**src/source/tau_pkg.sv**
```systemverilog
/*
 * Tensor address generator shared definitions
 * Lane and dimension sizes, offset and stride widths, and the packed
 * structs that carry offsets, stride and shuffle configuration and the
 * per-item sideband through the warp looper memory-offset stage
 */
package tau_pkg;

	// ====================
	// Sizes and widths
	// ====================

	// Vector lanes per work item
	localparam int VDIM = 2;
	// Tensor dimensions folded into the global address
	localparam int DIM = 3;
	// Width of one work offset
	localparam int WBW = 10;
	// Stride fraction and shift widths
	localparam int SF_BW = 4;
	localparam int SS_BW = 3;
	// Shuffle index selects one of DIM dimensions
	localparam int DIM_BW = 2;
	// Configuration id carried with the item
	localparam int NCFG_BW = 3;

	// ====================
	// Shared types
	// ====================

	// One offset per vector lane
	typedef logic [VDIM-1:0][WBW-1:0] lane_ofs_t;

	// One offset per tensor dimension
	typedef logic [DIM-1:0][WBW-1:0] dim_ofs_t;

	// Stride as frac * 2**shamt, per lane
	typedef struct packed {
		logic [VDIM-1:0][SF_BW-1:0] frac;
		logic [VDIM-1:0][SS_BW-1:0] shamt;
	} stride_cfg_t;

	// Target dimension of each lane, block and warp side
	typedef struct packed {
		logic [VDIM-1:0][DIM_BW-1:0] bshuf;
		logic [VDIM-1:0][DIM_BW-1:0] ashuf;
	} shuf_cfg_t;

	// Sideband that rides along with the item untouched
	typedef struct packed {
		logic [NCFG_BW-1:0] id;
		logic               retire;
		logic               islast;
	} item_tag_t;

endpackage

```
**src/source/rdyack_stage.sv**
```systemverilog
/*
 * Forward register stage on the ready/ack handshake
 * Holds one payload and a full flag, and accepts a new item
 * whenever it is empty or its held item leaves in the same cycle
 */
`timescale 1ns/1ps

module rdyack_stage #(
	parameter int BW = 8
) (
	input  logic          i_clk,
	input  logic          i_rst_n,
	input  logic          i_src_rdy,
	output logic          o_src_ack,
	input  logic [BW-1:0] i_src_data,
	output logic          o_dst_rdy,
	input  logic          i_dst_ack,
	output logic [BW-1:0] o_dst_data
);

	logic full_r;
	logic slot_free;

	// Room for a new item when empty or when draining now
	assign slot_free = !full_r || i_dst_ack;
	assign o_src_ack = i_src_rdy && slot_free;
	// Valid towards the next stage while holding an item
	assign o_dst_rdy = full_r;

	always_ff @(posedge i_clk) begin
		if (!i_rst_n) begin
			full_r     <= 1'b0;
			o_dst_data <= '0;
		end else if (o_src_ack) begin
			// Load overrides drain, stage stays full
			full_r     <= 1'b1;
			o_dst_data <= i_src_data;
		end else if (i_dst_ack) begin
			full_r <= 1'b0;
		end
	end

endmodule

```
**src/source/stride_scaler.sv**
```systemverilog
/*
 * Lane stride scaler
 * Multiplies every lane offset by its stride fraction and shifts the
 * product left by the stride shift, wrapping to the offset width
 * Purely combinational, one instance per offset kind
 */
`timescale 1ns/1ps

module stride_scaler (
	input  tau_pkg::lane_ofs_t   i_ofs,
	input  tau_pkg::stride_cfg_t i_stride,
	output tau_pkg::lane_ofs_t   o_scaled
);

	// ====================
	// Local widths
	// ====================

	// Full product of offset and fraction
	localparam int PBW = tau_pkg::WBW + tau_pkg::SF_BW;

	// ====================
	// Per-lane scaling
	// ====================

	logic [tau_pkg::VDIM-1:0][PBW-1:0]          prod;
	logic [tau_pkg::VDIM-1:0][tau_pkg::WBW-1:0] prod_trunc;

	always_comb begin
		for (int l = 0; l < tau_pkg::VDIM; l++) begin
			// Exact product first
			prod[l] = PBW'(i_ofs[l]) * PBW'(i_stride.frac[l]);
			// Upper product bits fall off the offset width anyway
			prod_trunc[l] = prod[l][tau_pkg::WBW-1:0];
			// Power-of-two part of the stride
			o_scaled[l] = prod_trunc[l] << i_stride.shamt[l];
		end
	end

endmodule

```
**src/source/shuf_accum.sv**
```systemverilog
/*
 * Shuffle accumulator
 * Scatters the scaled block and warp lane offsets into tensor
 * dimensions by their shuffle indices and sums each dimension
 * Dimensions that no lane selects come out as zero
 */
`timescale 1ns/1ps

module shuf_accum (
	input  tau_pkg::lane_ofs_t i_bscaled,
	input  tau_pkg::lane_ofs_t i_ascaled,
	input  tau_pkg::shuf_cfg_t i_shuf,
	output tau_pkg::dim_ofs_t  o_dim
);

	// ====================
	// Lane selects
	// ====================

	// One hit bit per dimension and lane
	logic [tau_pkg::DIM-1:0][tau_pkg::VDIM-1:0] bhit;
	logic [tau_pkg::DIM-1:0][tau_pkg::VDIM-1:0] ahit;

	always_comb begin
		for (int d = 0; d < tau_pkg::DIM; d++) begin
			for (int l = 0; l < tau_pkg::VDIM; l++) begin
				bhit[d][l] = i_shuf.bshuf[l] == tau_pkg::DIM_BW'(d);
				ahit[d][l] = i_shuf.ashuf[l] == tau_pkg::DIM_BW'(d);
			end
		end
	end

	// ====================
	// Dimension sums
	// ====================

	always_comb begin
		for (int d = 0; d < tau_pkg::DIM; d++) begin
			o_dim[d] = '0;
			for (int l = 0; l < tau_pkg::VDIM; l++) begin
				// Several lanes may land on the same dimension
				if (bhit[d][l]) begin
					o_dim[d] = o_dim[d] + i_bscaled[l];
				end
				if (ahit[d][l]) begin
					o_dim[d] = o_dim[d] + i_ascaled[l];
				end
			end
		end
	end

endmodule

```
**src/source/memofs_linearizer.sv**
```systemverilog
/*
 * Memory offset linearizer
 * Two forward stages on the ready/ack handshake
 * The first registers the dimension offsets, boundary multipliers,
 * base address and sideband, the second registers the folded
 * linear address together with the passed-through bofs and tag
 */
`timescale 1ns/1ps

module memofs_linearizer #(
	parameter int ABW = 16
) (
	input  logic                                  i_clk,
	input  logic                                  i_rst_n,
	input  logic                                  i_src_rdy,
	output logic                                  o_src_ack,
	input  tau_pkg::dim_ofs_t                     i_dim,
	input  tau_pkg::item_tag_t                    i_tag,
	input  tau_pkg::lane_ofs_t                    i_bofs,
	input  logic [ABW-1:0]                        i_linear,
	input  logic [tau_pkg::DIM-1:0][ABW-1:0]      i_mboundary,
	output logic                                  o_dst_rdy,
	input  logic                                  i_dst_ack,
	output tau_pkg::item_tag_t                    o_tag,
	output tau_pkg::lane_ofs_t                    o_bofs,
	output logic [ABW-1:0]                        o_linear
);

	// ====================
	// Stage payloads
	// ====================

	// Everything the fold needs, held in stage 0
	typedef struct packed {
		tau_pkg::dim_ofs_t                  dim;
		logic [tau_pkg::DIM-2:0][ABW-1:0]   mult;
		logic [ABW-1:0]                     linear;
		tau_pkg::lane_ofs_t                 bofs;
		tau_pkg::item_tag_t                 tag;
	} s0_pay_t;

	// Final result held in stage 1
	typedef struct packed {
		logic [ABW-1:0]     linear;
		tau_pkg::lane_ofs_t bofs;
		tau_pkg::item_tag_t tag;
	} s1_pay_t;

	s0_pay_t s0_d;
	s0_pay_t s0_q;
	s1_pay_t s1_d;
	s1_pay_t s1_q;
	logic    s0_rdy;
	logic    s0_ack;

	// Stage 0 input, multiplier d is the boundary of dimension d+1
	always_comb begin
		s0_d.dim    = i_dim;
		s0_d.linear = i_linear;
		s0_d.bofs   = i_bofs;
		s0_d.tag    = i_tag;
		for (int d = 0; d < tau_pkg::DIM-1; d++) begin
			s0_d.mult[d] = i_mboundary[d+1];
		end
	end

	// Fold from the stage 0 registers, wraps modulo 2**ABW
	always_comb begin
		s1_d.linear = s0_q.linear + ABW'(s0_q.dim[tau_pkg::DIM-1]);
		for (int d = 0; d < tau_pkg::DIM-1; d++) begin
			// Offsets are unsigned, zero extended
			s1_d.linear = s1_d.linear + ABW'(s0_q.dim[d]) * s0_q.mult[d];
		end
		s1_d.bofs = s0_q.bofs;
		s1_d.tag  = s0_q.tag;
	end

	// ====================
	// Forward stages
	// ====================

	rdyack_stage #(.BW($bits(s0_pay_t))) u_stage0 (
		.i_clk      (i_clk),
		.i_rst_n    (i_rst_n),
		.i_src_rdy  (i_src_rdy),
		.o_src_ack  (o_src_ack),
		.i_src_data (s0_d),
		.o_dst_rdy  (s0_rdy),
		.i_dst_ack  (s0_ack),
		.o_dst_data (s0_q)
	);

	rdyack_stage #(.BW($bits(s1_pay_t))) u_stage1 (
		.i_clk      (i_clk),
		.i_rst_n    (i_rst_n),
		.i_src_rdy  (s0_rdy),
		.o_src_ack  (s0_ack),
		.i_src_data (s1_d),
		.o_dst_rdy  (o_dst_rdy),
		.i_dst_ack  (i_dst_ack),
		.o_dst_data (s1_q)
	);

	// Unpack the held result
	assign o_linear = s1_q.linear;
	assign o_bofs   = s1_q.bofs;
	assign o_tag    = s1_q.tag;

endmodule

```
**src/source/warp_memofs_top.sv**
```systemverilog
/*
 * Warp looper memory-offset stage
 * Scales block and warp lane offsets by their strides, scatters them
 * into tensor dimensions and folds those into one global address
 */
`timescale 1ns/1ps

module warp_memofs_top #(
	parameter int ABW = 16
) (
	input  logic                             i_clk,
	input  logic                             i_rst_n,
	// Source side
	input  logic                             i_src_rdy,
	output logic                             o_src_ack,
	input  tau_pkg::item_tag_t               i_tag,
	input  tau_pkg::lane_ofs_t               i_bofs,
	input  tau_pkg::lane_ofs_t               i_aofs,
	input  logic [ABW-1:0]                   i_linear,
	input  tau_pkg::stride_cfg_t             i_bstride,
	input  tau_pkg::stride_cfg_t             i_astride,
	input  tau_pkg::shuf_cfg_t               i_shuf,
	input  logic [tau_pkg::DIM-1:0][ABW-1:0] i_mboundary,
	// Destination side
	output logic                             o_dst_rdy,
	input  logic                             i_dst_ack,
	output tau_pkg::item_tag_t               o_tag,
	output tau_pkg::lane_ofs_t               o_bofs,
	output logic [ABW-1:0]                   o_linear
);

	tau_pkg::lane_ofs_t bscaled;
	tau_pkg::lane_ofs_t ascaled;
	tau_pkg::dim_ofs_t  dim;

	// Block offsets
	stride_scaler u_bscale (
		.i_ofs    (i_bofs),
		.i_stride (i_bstride),
		.o_scaled (bscaled)
	);

	// Warp offsets
	stride_scaler u_ascale (
		.i_ofs    (i_aofs),
		.i_stride (i_astride),
		.o_scaled (ascaled)
	);

	shuf_accum u_accum (
		.i_bscaled (bscaled),
		.i_ascaled (ascaled),
		.i_shuf    (i_shuf),
		.o_dim     (dim)
	);

	// All state and flow control live here
	memofs_linearizer #(.ABW(ABW)) u_lin (
		.i_clk       (i_clk),
		.i_rst_n     (i_rst_n),
		.i_src_rdy   (i_src_rdy),
		.o_src_ack   (o_src_ack),
		.i_dim       (dim),
		.i_tag       (i_tag),
		.i_bofs      (i_bofs),
		.i_linear    (i_linear),
		.i_mboundary (i_mboundary),
		.o_dst_rdy   (o_dst_rdy),
		.i_dst_ack   (i_dst_ack),
		.o_tag       (o_tag),
		.o_bofs      (o_bofs),
		.o_linear    (o_linear)
	);

endmodule

```
**config.mk**
```make
export PLATFORM = sky130hd
export DESIGN_NAME = warp_memofs_top
export DESIGN_NICKNAME = d
export VERILOG_FILES = /design/src/source/tau_pkg.sv /design/src/source/rdyack_stage.sv /design/src/source/stride_scaler.sv /design/src/source/shuf_accum.sv /design/src/source/memofs_linearizer.sv /design/src/source/warp_memofs_top.sv
export SDC_FILE = /design/constraint.sdc
export NUM_CORES = 1
export LEC_CHECK = 0
export ABC_AREA = 1
export ABC_CLOCK_PERIOD_IN_PS = 19850
export BUFFER_PORTS_ARGS = -buffer_cell sky130_fd_sc_hd__buf_2
export CAP_MARGIN = 10
export CORE_MARGIN = 2
export CORE_UTILIZATION = 60
export DETAILED_ROUTE_END_ITERATION = 10
export GPL_ROUTABILITY_DRIVEN = 1
export GPL_TIMING_DRIVEN = 0
export PLACE_DENSITY = 0.85
export SLEW_MARGIN = 10
export SYNTH_ARGS = -nofsm -noshare
export SYNTH_HDL_FRONTEND = slang
export SYNTH_HIERARCHICAL = 1
export SYNTH_SLANG_ARGS = --single-unit
```
**constraint.sdc**
```tcl
create_clock -name i_clk -period 19.85 [get_ports i_clk]
set_input_delay 5.955 -clock i_clk [delete_from_list [all_inputs] [get_ports i_clk]]
set_output_delay 5.955 -clock i_clk [all_outputs]
set_load 0.03 [all_outputs]
```
* Word-level counts from Yosys, hierarchy flattened
Index checks and enable logic that the tools add are counted.
** Word-level totals
- Register bits after elaboration :: 146
- Bits in latches :: 0
- RAM bits :: 0
- Bits in read-only memories :: 0
- Output and inout bits :: 43
- Memories :: 0
** Operators by class
- Add/subtract/negate cells :: 12
- $mul :: 6
- Divide/modulo/power cells :: 0
- Magnitude comparators :: 0
- Equal/unequal tests :: 8
- Shift-type cells :: 4
- Multiplexer cells :: 16
- Bitwise logic cells :: 0
- Reductions and logical operators :: 12
** Operator list (count)
- two-way mux 10 bit :: 12
- adder 10 bit :: 9
- multiplier 10 x 4 -> 10 bit :: 4
- left shift 10 x 3 -> 10 bit :: 4
- adder 16 bit :: 2
- multiplier 10 x 16 -> 16 bit :: 2
- adder 16 x 10 -> 16 bit :: 1
- equality test 2 x 1 -> 1 bit, second input constant :: 4
- equality test 2 bit, second input constant :: 4
- zero test 2 bit :: 4
- two-way mux 1 bit :: 4
- nonzero test 2 bit :: 2
- logical AND 1 bit :: 2
- zero test 1 bit :: 2
- logical OR 1 bit :: 2

* Logic depth before layout (Yosys ltp)
- Depth after elaboration :: 9
- Depth in mapped cells :: 52
- Depth with buffers taken out :: 51

* Cells and area by module
The synthesis kept the hierarchy.
** Modules (own cells, without submodules)
- memofs_linearizer :: instances 1, cells each 1084, area an instance 7977.7 um2
- shuf_accum :: instances 1, cells each 888, area an instance 4892.2 um2
- rdyack_stage (u_lin.u_stage0) :: instances 1, cells each 681, area an instance 4674.5 um2
- stride_scaler (u_bscale) :: instances 1, cells each 464, area an instance 2637.5 um2
- stride_scaler (u_ascale) :: instances 1, cells each 464, area an instance 2610.0 um2
- rdyack_stage (u_lin.u_stage1) :: instances 1, cells each 275, area an instance 1904.3 um2

* Least setup slack after synthesis
Ideal clock, no wire load.
- Kind :: input port to output port
- From :: input port i_src_rdy
- To :: output port o_src_ack
- Data arrival time :: 6723 ps
- Required time :: 13895 ps
- Setup slack :: 7172 ps
- Stages :: 4
- Path buffers :: 2
- Cell sequence :: buf_4 -> buf_6 -> inv_1 -> a21oi_1
** On the way
- Word-level cells in the longest chain between the ends :: 1
** RTL lines
- start, declared :: RTL line warp_memofs_top.sv:14 : input logic i_src_rdy,
- logical AND 1 bit :: RTL line rdyack_stage.sv:26 : assign o_src_ack = i_src_rdy && slot_free;
- end, declared :: RTL line warp_memofs_top.sv:15 : output logic o_src_ack,
Every way passes these cells.

* Final worst setup path
- From :: input port i_dst_ack
- To :: output port o_src_ack
** On the way
- Word-level cells in the longest chain between the ends :: 4
** RTL lines
- start, declared :: RTL line warp_memofs_top.sv:26 : input logic i_dst_ack,
- logical OR 1 bit :: RTL line rdyack_stage.sv:25 : assign slot_free = !full_r || i_dst_ack;
- logical AND 1 bit :: RTL line rdyack_stage.sv:26
- named net u_lin.s0_ack :: RTL line memofs_linearizer.sv:54 : logic s0_ack;
- logical OR 1 bit :: RTL line rdyack_stage.sv:25
- logical AND 1 bit :: RTL line rdyack_stage.sv:26
The timed path passes the listed nets, and every way through them passes these cells.

==> impl_metrics.csv <==
group,metric,value,unit
outcome,run_status,"finished, final reports clean",
setup_path,reg2regPathDepth,28,
finish,fillers,3700,
synthesis,avgSynthCellArea,6.40,um^2
setup_path,critPathCaptureType,"primary output",
synthesis,netlist_area,0.0247,mm^2
finish,regArea,0.00292,mm^2
clock_network,ctsResizeCount,0,
synthesis,ys_ff_latch,146,
floorplanning,ios,192,
sta,setup-tns-final,0,ns
setup_path,path_max_fanout,2,
global_routing,grt_pass1_wl,108000,um
hold_path,hp-start,"u_lin/u_stage1/o_dst_data[26]$_SDFFE_PN0P_",
sta,slew_headroom,44.1,%
clock_network,cts_tree,"yes",
setup_path,path_class,"input port to primary output",
sta,fin_skew,0.00974,ns
sta,setup_viol,0,
global_routing,grt_usage,31.6,%
detailed_routing,antenna_left,0,
setup_path,cp.arrival,6.94,ns
synthesis,ys_async_sr_fraction,0,%
placement,dp_hpwl,54800,um
floorplanning,floorplan.die.height,207,um
finish,multi_input_area,0.0174,mm^2
sta,post-route-period-util,65.0,%
clock_network,numCtsBuffers,17,
detailed_routing,drcViolationCount,0,
clock_network,cts_max_level,4,
finish,area_delta_synth_final,8.17,%
power_and_ir_drop,peakVddDrop,49.4,uV
clock_network,root_buffer,"clkbuf_16",
clock_network,cts-hold-fix-buffers,0,
clock_network,clk_pin_slew,0.06,ns
detailed_routing,vias,23800,
sta,tightest_slew,0.830,ns
synthesis,dominantRegCellSynth,"dfxtp_1",
synthesis,yosysWarnings,6,
global_routing,grt_max_degree,17,
placement,finalWeightedCongestion,0.971,
clock_network,post_cts_buffers,0,
floorplanning,dieArea,0.0428,mm^2
clock_network,insertion_delay,0.44,ns
global_routing,grt_overflow,0,
clock_network,cts_sinks,146,
power_and_ir_drop,pwr_density_cell,67.6,mW/mm^2
clock_network,cts_buffer_depth,2,
setup_path,cp.required,13.89,ns
detailed_routing,drt_wl_total,65700,um
hold_path,hold_class,"flop to flop",
synthesis,synth_edf_count,0,
finish,final_common_cell,"nand2_1",
finish,final_cell_mix,"nand2_1 (1093), inv_1 (853), nand3_1 (318)",
sta,fmax,77.5,MHz
detailed_routing,via_per_inst,5.20,
synthesis,synth-seq-area-share,11.8,%
detailed_routing,dr.pass1.iters,8,
detailed_routing,drt_iter0_drc,1688,
global_routing,grt_pass1_vias,22700,
setup_path,cp-startpoint,"i_dst_ack",
synthesis,syn_inst,3856,
sta,grt_setup_unrepaired,"false",
power_and_ir_drop,p_total,0.00181,W
sta,slew_violations,0,
run,maxCapViolCount,0,
detailed_routing,wire_per_inst,14.4,um
synthesis,yosysUniqueCellTypes,47,
finish,drive_above_1_share,9.90,%
power_and_ir_drop,power_leakage,16.0,nW
floorplanning,core-area,0.0407,mm^2
sta,period_minus_slack,12.90,ns
setup_path,r2r-start,"u_lin/u_stage0/o_dst_data[75]$_SDFFE_PN0P_",
sta,hold_viol,0,
global_routing,antenna_found_initial,4,
floorplanning,dieWidth,207,um
hold_path,holdPathStages,2,
floorplanning,initial_utilization,60.6,%
synthesis,synth_nets,4431,
placement,port-buffer-count,153,
setup_path,start_kind,"input port",
floorplanning,rows,74,
finish,layout.nets,4603,
==> per-stage QoR <==
step                utilization [%]  cells  setup slack [ns]  cell area (um^2)  hold slack, ns
floorplan                         -   3856              7.17             24700           0.446
global placement               64.1   4541              6.96             26100           0.455
detailed placement             64.1   4541              6.98             26100           0.465
CTS                            65.6   4573              6.97             26700           0.481
global route                   65.6   4575              6.83             26700           0.501
finish                         65.6   4575              6.95             26700           0.477
==> worst paths after layout <==
kind                                                              endpoint  slack, ns
worst max-delay path                                             o_src_ack       6.95
worst min-delay path            u_lin/u_stage1/o_dst_data[26]$_SDFFE_PN0P_       0.48
worst min register to register  u_lin/u_stage1/o_dst_data[26]$_SDFFE_PN0P_       0.48
worst max register to register  u_lin/u_stage1/o_dst_data[40]$_SDFFE_PN0P_      12.75
==> cells by family (layout without fill, tap and decap cells) <==
kind of cell	after synthesis	after routing	synth area share, %
simple gates	1785	1785	30.4
buf+inv	1042	1227	17.6
fa+ha+maj	426	426	29.2
compound gates	393	393	8.56
flops	146	146	11.8
xor+xnor	62	62	2.27
mux	2	2	0.182
other cells	0	2	0
==> cells in the mapped netlist, drive strengths merged, types with 3 or more instances <==
library cell | instances | area [um^2]
and2 | 3 | 18.8
buf | 129 | 913
xnor2 | 27 | 236
nand3 | 343 | 1850
nand4 | 25 | 156
clkinv | 5 | 18.8
a21o | 6 | 45.0
or2 | 8 | 50.0
a21boi | 11 | 82.6
nand3b | 12 | 103
fa | 249 | 4980
xor2 | 35 | 325
nor3 | 11 | 55.1
a211oi | 7 | 52.6
o21ai | 117 | 601
nor2 | 266 | 1010
clkbuf | 38 | 143
o21bai | 4 | 30.0
inv | 870 | 3270
dfxtp | 146 | 2920
o2111ai | 3 | 26.3
ha | 177 | 2210
a21oi | 228 | 1160
a31oi | 11 | 68.8
nand2 | 1117 | 4270
==> registers in the layout (all words and copies together) (netlist names) <==
name                       cells
u_lin/u_stage1/o_dst_data     41
u_lin/u_stage1/o_dst_rdy       1
u_lin/u_stage0/o_dst_data    103
u_lin/u_stage0/o_dst_rdy       1
==> metal layers <==
layer | vias to the layer above | part of all wire [%] | global-route usage (%)
met4 | 4 | 4.4 | 13.4
met5 | - | 0.035 | 0
met3 | 158 | 6.4 | 4.44
li1 | 12000 | - | -
met1 | 10900 | 42 | 40.0
met2 | 737 | 47 | 53.9
==> critical path, cell delays in order <==
cell and delay [ns]:
buf_2 0.08, inv_1 0.04, a21oi_1 0.24, inv_2 0.10, a21oi_1 0.27, buf_2 0.26
==> power by group <==
part	total [W]	switching, W	internal (W)
registers	0.000348	0.0000253	0.000323
logic	0.00114	0.000723	0.000418
clock network	0.000317	0.000138	0.000179
total	0.00181	0.000886	0.000920
==> area by class of cell <==
| type | instances | share of cell area (%) |
|---|---|---|
| Clock buffer | 18 | 1.64 |
| Antenna cell | 2 | 0.0187 |
| Clock inverter | 14 | 0.534 |
| Tap cell | 532 | 2.49 |
| Inverter | 875 | 12.3 |
| Buffer | 167 | 3.95 |
| Sequential cell | 146 | 10.9 |
| Multi-Input combinational cell | 2668 | 65.3 |
| Timing Repair Buffer | 153 | 2.87 |
No activity file was read; power rests on OpenSTA's default activity.
